$ cat config.mk
export PLATFORM = sky130hd
export DESIGN_NAME = execute_unit
export DESIGN_NICKNAME = d
export VERILOG_FILES = /design/src/verilog/exec_pkg.sv /design/src/verilog/operand_register.sv /design/src/verilog/execute_alu.sv /design/src/verilog/execute_sequencer.sv /design/src/verilog/execute_unit.sv
export VERILOG_INCLUDE_DIRS = /design/src /design/src/verilog
export SDC_FILE = /design/constraint.sdc
export NUM_CORES = 1
export LEC_CHECK = 0
export BUFFER_PORTS_ARGS = -buffer_cell sky130_fd_sc_hd__buf_2
export CORE_MARGIN = 8
export CORE_UTILIZATION = 45
export CTS_BUF_LIST = sky130_fd_sc_hd__clkbuf_8
export DETAILED_ROUTE_END_ITERATION = 8
export PLACE_DENSITY = 0.68
export SETUP_SLACK_MARGIN = 0.5
export SYNTH_ARGS = -nofsm -noshare
export SYNTH_HDL_FRONTEND = slang
export SYNTH_HIERARCHICAL = 1
export SYNTH_SLANG_ARGS = --single-unit
$ cat constraint.sdc
create_clock -name i_w_clk -period 4.6 [get_ports i_w_clk]
set_clock_uncertainty 0.05 [all_clocks]
set_input_delay 0.69 -clock i_w_clk [delete_from_list [all_inputs] [get_ports i_w_clk]]
set_output_delay 0.69 -clock i_w_clk [all_outputs]
set_load 0.02 [all_outputs]
$ cat src/verilog/exec_params.svh
`ifndef EXEC_PARAMS_SVH
`define EXEC_PARAMS_SVH

// operand and result width
`define EXEC_DATA_WIDTH 16

// instruction word width
`define EXEC_IR_WIDTH 16

// operation field inside the instruction word
`define EXEC_OPC_LSB 4
`define EXEC_OPC_MSB 6

// set for two-operand form, clear for one-operand form
`define EXEC_TWO_OPERAND_BIT 1

`endif

$ cat src/verilog/exec_pkg.sv
`include "exec_params.svh"

package exec_pkg;

    typedef logic [`EXEC_DATA_WIDTH-1:0] word_t;
    typedef logic [`EXEC_IR_WIDTH-1:0]   ir_t;

    // alu operation select
    typedef enum logic [3:0] {
        OP_ADC = 4'd0,
        OP_AND = 4'd1,
        OP_OR  = 4'd2,
        OP_SHL = 4'd3,
        OP_SHR = 4'd4,
        OP_SAR = 4'd5
    } alu_op_e;

    typedef enum logic [2:0] {
        ST_IDLE     = 3'd0,
        ST_T1_WRITE = 3'd1,
        ST_T2_WRITE = 3'd2,
        ST_STORE    = 3'd3,
        ST_EXEC     = 3'd4
    } exec_state_e;

    // held stable by the requester until done
    typedef struct packed {
        ir_t   ir;
        word_t t1;
        word_t t2;
        logic  carry;
    } exec_req_t;

    typedef struct packed {
        word_t result;
        logic  carry_out;
        logic  illegal;
    } exec_resp_t;

    typedef struct packed {
        logic we;
        logic oe;
    } reg_ctrl_t;

    typedef struct packed {
        alu_op_e op;
        logic    oe;
    } alu_ctrl_t;

endpackage

$ cat src/verilog/operand_register.sv
`timescale 1ns/1ps

module operand_register
    import exec_pkg::*;
(
    input  logic      i_w_clk,
    input  logic      i_w_reset,
    input  reg_ctrl_t i_ctrl,
    input  word_t     i_data,
    output word_t     o_data
);

    word_t data_q;

    always_ff @(posedge i_w_clk or negedge i_w_reset) begin
        if (!i_w_reset) begin
            data_q <= '0;
        end else if (i_ctrl.we) begin
            data_q <= i_data;
        end
    end

    // reads zero when not enabled
    // a one-operand instruction sees a zero second operand this way
    assign o_data = i_ctrl.oe ? data_q : '0;

endmodule

$ cat src/verilog/execute_alu.sv
`timescale 1ns/1ps

module execute_alu
    import exec_pkg::*;
(
    input  alu_ctrl_t i_ctrl,
    input  word_t     i_in1,
    input  word_t     i_in2,
    input  logic      i_carry,
    output word_t     o_result,
    output logic      o_carry
);

    localparam int TOP = $bits(word_t) - 1;

    always_comb begin
        o_result = '0;
        o_carry  = 1'b0;
        if (i_ctrl.oe) begin
            case (i_ctrl.op)
                OP_ADC: begin
                    // carry out is the bit above the word
                    {o_carry, o_result} = i_in1 + i_in2 + i_carry;
                end
                OP_AND: begin
                    o_result = i_in1 & i_in2;
                    o_carry  = 1'b0;
                end
                OP_OR: begin
                    o_result = i_in1 | i_in2;
                    o_carry  = 1'b0;
                end
                OP_SHL: begin
                    o_result = {i_in1[TOP-1:0], 1'b0};
                    o_carry  = i_in1[TOP];
                end
                OP_SHR: begin
                    o_result = {1'b0, i_in1[TOP:1]};
                    o_carry  = i_in1[0];
                end
                OP_SAR: begin
                    // sign bit repeats into the top
                    o_result = {i_in1[TOP], i_in1[TOP:1]};
                    o_carry  = i_in1[0];
                end
                default: begin
                    o_result = '0;
                    o_carry  = 1'b0;
                end
            endcase
        end
    end

endmodule

$ cat src/verilog/execute_sequencer.sv
`timescale 1ns/1ps

`include "exec_params.svh"

module execute_sequencer
    import exec_pkg::*;
(
    input  logic      i_w_clk,
    input  logic      i_w_reset,
    input  logic      i_start,
    input  ir_t       i_ir,
    output reg_ctrl_t o_t1_ctrl,
    output reg_ctrl_t o_t2_ctrl,
    output alu_ctrl_t o_alu_ctrl,
    output logic      o_busy,
    output logic      o_done,
    output logic      o_illegal
);

    exec_state_e state;
    exec_state_e next_state;

    logic [`EXEC_OPC_MSB-`EXEC_OPC_LSB:0] opc;
    logic two_op;
    alu_op_e dec_op;
    logic dec_legal;

    assign opc    = i_ir[`EXEC_OPC_MSB:`EXEC_OPC_LSB];
    assign two_op = i_ir[`EXEC_TWO_OPERAND_BIT];

    // same field decodes to different ops by operand form
    always_comb begin
        dec_op    = OP_ADC;
        dec_legal = 1'b1;
        case (opc)
            3'b100: dec_op = OP_ADC;
            3'b001: dec_op = two_op ? OP_AND : OP_SHL;
            3'b101: dec_op = two_op ? OP_OR : OP_SHR;
            3'b011: dec_op = OP_SAR;
            default: dec_legal = 1'b0;
        endcase
    end

    always_ff @(posedge i_w_clk or negedge i_w_reset) begin
        if (!i_w_reset) begin
            state <= ST_IDLE;
        end else begin
            state <= next_state;
        end
    end

    always_comb begin
        next_state     = state;
        o_t1_ctrl.we   = 1'b0;
        o_t1_ctrl.oe   = 1'b0;
        o_t2_ctrl.we   = 1'b0;
        o_t2_ctrl.oe   = 1'b0;
        o_alu_ctrl.op  = OP_ADC;
        o_alu_ctrl.oe  = 1'b0;
        o_illegal      = 1'b0;

        case (state)
            ST_IDLE: begin
                if (i_start) begin
                    next_state = ST_T1_WRITE;
                end
            end

            ST_T1_WRITE: begin
                o_t1_ctrl.we = 1'b1;
                // one-operand form skips t2
                next_state   = two_op ? ST_T2_WRITE : ST_STORE;
            end

            ST_T2_WRITE: begin
                o_t2_ctrl.we = 1'b1;
                next_state   = ST_STORE;
            end

            ST_STORE: begin
                next_state = ST_EXEC;
            end

            ST_EXEC: begin
                o_t1_ctrl.oe  = 1'b1;
                o_t2_ctrl.oe  = two_op;
                o_alu_ctrl.op = dec_op;
                // illegal code keeps the result at zero
                o_alu_ctrl.oe = dec_legal;
                o_illegal     = !dec_legal;
                next_state    = ST_IDLE;
            end

            default: begin
                next_state = ST_IDLE;
            end
        endcase
    end

    assign o_busy = (state != ST_IDLE);
    assign o_done = (state == ST_EXEC);

endmodule

$ cat src/verilog/execute_unit.sv
`timescale 1ns/1ps

module execute_unit
    import exec_pkg::*;
(
    input  logic       i_w_clk,
    input  logic       i_w_reset,
    input  logic       i_start,
    input  exec_req_t  i_req,
    output logic       o_busy,
    output logic       o_done,
    output exec_resp_t o_resp
);

    reg_ctrl_t t1_ctrl;
    reg_ctrl_t t2_ctrl;
    alu_ctrl_t alu_ctrl;
    word_t     t1_data;
    word_t     t2_data;
    word_t     alu_result;
    logic      alu_carry;
    logic      illegal;

    execute_sequencer sequencer (
        .i_w_clk    (i_w_clk),
        .i_w_reset  (i_w_reset),
        .i_start    (i_start),
        .i_ir       (i_req.ir),
        .o_t1_ctrl  (t1_ctrl),
        .o_t2_ctrl  (t2_ctrl),
        .o_alu_ctrl (alu_ctrl),
        .o_busy     (o_busy),
        .o_done     (o_done),
        .o_illegal  (illegal)
    );

    operand_register t1_reg (
        .i_w_clk   (i_w_clk),
        .i_w_reset (i_w_reset),
        .i_ctrl    (t1_ctrl),
        .i_data    (i_req.t1),
        .o_data    (t1_data)
    );

    operand_register t2_reg (
        .i_w_clk   (i_w_clk),
        .i_w_reset (i_w_reset),
        .i_ctrl    (t2_ctrl),
        .i_data    (i_req.t2),
        .o_data    (t2_data)
    );

    // carry goes straight from the request
    execute_alu alu (
        .i_ctrl   (alu_ctrl),
        .i_in1    (t1_data),
        .i_in2    (t2_data),
        .i_carry  (i_req.carry),
        .o_result (alu_result),
        .o_carry  (alu_carry)
    );

    assign o_resp = '{result: alu_result, carry_out: alu_carry, illegal: illegal};

endmodule

==> results.toml <==
[status]
status = "finished clean"

[sta]
hold_violations = 0
setup_viol = 0
timing.final.crit_share_pct = 87.26
finalWorstPathRequiredPeriod_ps = 4014
fmax_mhz = 249.1
tns_ps = 0
slew_violations = 0
rsz0062_at_grt = "true"
relSlewSlack_pct = 47.13
worst_pin_slew_ps = 793.1

[global_routing]
gr-usage-all-layers_pct = 16.82
grt_pass1_vias = 3200
antenna_found_initial = 0
grt_max_degree = 36
grt-ovfl-total = 0
grt_pass1_wl_um = 15530

[synthesis]
synthCells = 391
synth_seq_cells = 35
synthFlopType = "dfrtp_1"
syn_nets = 477
yosysWarningCount = 6
yosysTopAreaCell = "dfrtp_1"
synth_area_um2 = 3506
ys_seq_area_share_pct = 24.98
avgSynthCellArea_um2 = 8.966
synthTopCellsByCount = "dfrtp_1 (35), inv_1 (35), and2_1 (34), ha_1 (32), nand2_1 (31)"
synth_cell_type_count = 61
ys_top_cells_by_area = "dfrtp_1 (25%), ha_1 (11%), mux2_4 (8.6%)"
synth_edf_count = 0
synthArstFlopShare_pct = 100.0
synth_top_area_share_pct = 24.98

[clocking]
cts_root_buffer = "clkbuf_8"
insertion_delay_ps = 290
path_clk_slew_ps = 80
cts_buffers = 5
cts.path.max_buffers = 2
cts_tree = "built"
cts.sinks = 35
cts_max_level = 2

[cells_and_area]
syn_to_final_growth_pct = 18.45
n_antenna_cell = 0
drive_above_1_share_pct = 33.84
nFillCells = 698
fin_nets = 543

[routing]
vias = 3155
ant_nets = 0
drc = 0
wl_per_cell_um = 17.28
drt_first_iter_violations = 265
via_per_inst = 5.634
wl_um = 9675
drtPass1Iterations = 7

[power]
powerDensity_nw_per_um2 = 376.8
p_leak_uw = 0.001765
total_power_uw = 1565
max-vdd-ir-drop_mv = 0.2321

[die]
start_util_pct = 45.84
die_h_um = 104.3
rows = 32
die_x_um = 104.3
core-area_um2 = 7647
num_io_pins = 72
dieArea_um2 = 10870

[placed_design]
place_congestion = 0.9024
post-dp-hpwl_um = 7102
portBuffers = 59

[run]
maxCapViolCount = 0

[worst_setup_path]
critPathArrivalTime_ps = 3270
worstPathRequired_ps = 3860
criticalPathCategory = "register to output port"
start_kind = "register"
path_max_fanout = 5
endpoint_kind = "output port"

[worst_hold_path]
hold_class = "input port to async pin"
==> kinds of logic after synthesis <==
| group | count (synthesis) | share of synthesized area (%) |
|---|---|---|
| fa+ha+maj | 34 | 12.56 |
| compound gates | 88 | 17.38 |
| flops | 35 | 24.98 |
| simple gates | 130 | 20.38 |
| other cells | 1 | 0.1070 |
| xor+xnor | 9 | 2.249 |
| buf+inv | 55 | 7.887 |
| mux | 39 | 14.45 |
==> state kept, by name, indices dropped and copies added (netlist names) <==
register / flops
sequencer/state: 3
t1_reg/data_q: 16
t2_reg/data_q: 16
==> cell type report <==
| type | count | area, um2 | share of cell area (%) |
|---|---|---|---|
| timing repair buffer | 79 | 467.9 | 11.27 |
| tap | 102 | 127.6 | 3.073 |
| sequential | 35 | 879.6 | 21.18 |
| clock inverter | 3 | 16.27 | 0.3917 |
| clock buffer | 5 | 68.82 | 1.657 |
| multi-input combinational | 301 | 2461 | 59.26 |
| inverter | 35 | 131.4 | 3.164 |
==> worst max-delay path: stages (launching register included) <==
cell	delay, ps
dfrtp_2	430
nor3b_4	290
buf_6	170
buf_4	110
buf_4	110
and2_1	190
inv_1	70
ha_1	370
a21oi_2	240
nand2_1	90
o21ai_1	280
o21ai_1	130
xnor2_1	130
o21ai_0	180
buf_2	200
==> power by group <==
| part | leakage [uW] | switching, uW | internal, uW |
|---|---|---|---|
| logic | 0.00131 | 346 | 433 |
| registers | 0.000410 | 89.5 | 472 |
| clock network | 0.0000453 | 121 | 104 |
==> placed cells by master (no fill, tap or decap), types with 4 or more instances in the layout <==
| cell | n |
|---|---|
| dfrtp_1 | 32 |
| inv_1 | 35 |
| ha_1 | 30 |
| o221ai_1 | 9 |
| mux2_4 | 20 |
| buf_6 | 4 |
| buf_2 | 56 |
| buf_4 | 19 |
| o22ai_1 | 4 |
| o21ai_1 | 6 |
| or3_1 | 4 |
| a21oi_1 | 14 |
| a211oi_1 | 4 |
| and2_1 | 27 |
| mux2i_1 | 6 |
| nor3_1 | 6 |
| o21ai_0 | 15 |
| nand4_1 | 4 |
| nand2_1 | 30 |
| clkbuf_8 | 5 |
| a22oi_1 | 4 |
| xor2_1 | 6 |
| and2_4 | 5 |
| o21a_1 | 6 |
| nor2_1 | 19 |
| a222oi_1 | 5 |
| mux2_2 | 13 |
| nand3_1 | 4 |
==> timing repair <==
action	in CTS	in global routing
hold buffers	0	0
pin swaps	6	12
setup endpoints to repair	10	11
resized for setup	14	29
buffers inserted	5	6
==> metal layers <==
layer  wire (um)  global-route usage, %  part of all wire, %
met5           0                      0                    0
met3         524                  2.107                  5.4
met2        4569                  27.96                   47
met4         239                  5.688                  2.5
met1        4342                  21.85                   45
==> worst paths after layout <==
kind	from	to	slack (ps)	depth (start not counted)
setup / recovery	sequencer/state[0]	o_resp[12]	590	14
hold / removal	i_w_reset	t2_reg/data_q[1]	430	1
setup reg to reg	sequencer/state[2]	t2_reg/data_q[14]	2950	4
hold reg to reg	t1_reg/data_q[3]	t1_reg/data_q[3]	460	1
max in group asynchronous	i_w_reset	sequencer/state[2]	3530	1
min in group i_w_clk	t1_reg/data_q[3]	t1_reg/data_q[3]	460	1
==> through the flow <==
| step | instances | hold WS (ps) | instance area (um2) | worst slack (ps) | util (%) |
|---|---|---|---|---|---|
| 2_1_floorplan | 391 | 344.4 | 3506 | 541.8 | - |
| 3_3_place_gp | 541 | 433.1 | 3866 | 534.1 | 50.56 |
| 3_5_place_dp | 541 | 437.6 | 3866 | 498.9 | 50.56 |
| 4_1_cts | 554 | 455.7 | 4024 | 504.4 | 52.62 |
| 5_1_grt | 560 | 476.8 | 4153 | 439.2 | 54.30 |
| 6_report | 560 | 431.9 | 4153 | 586.2 | 54.30 |
No activity file was read; power rests on OpenSTA's default activity.
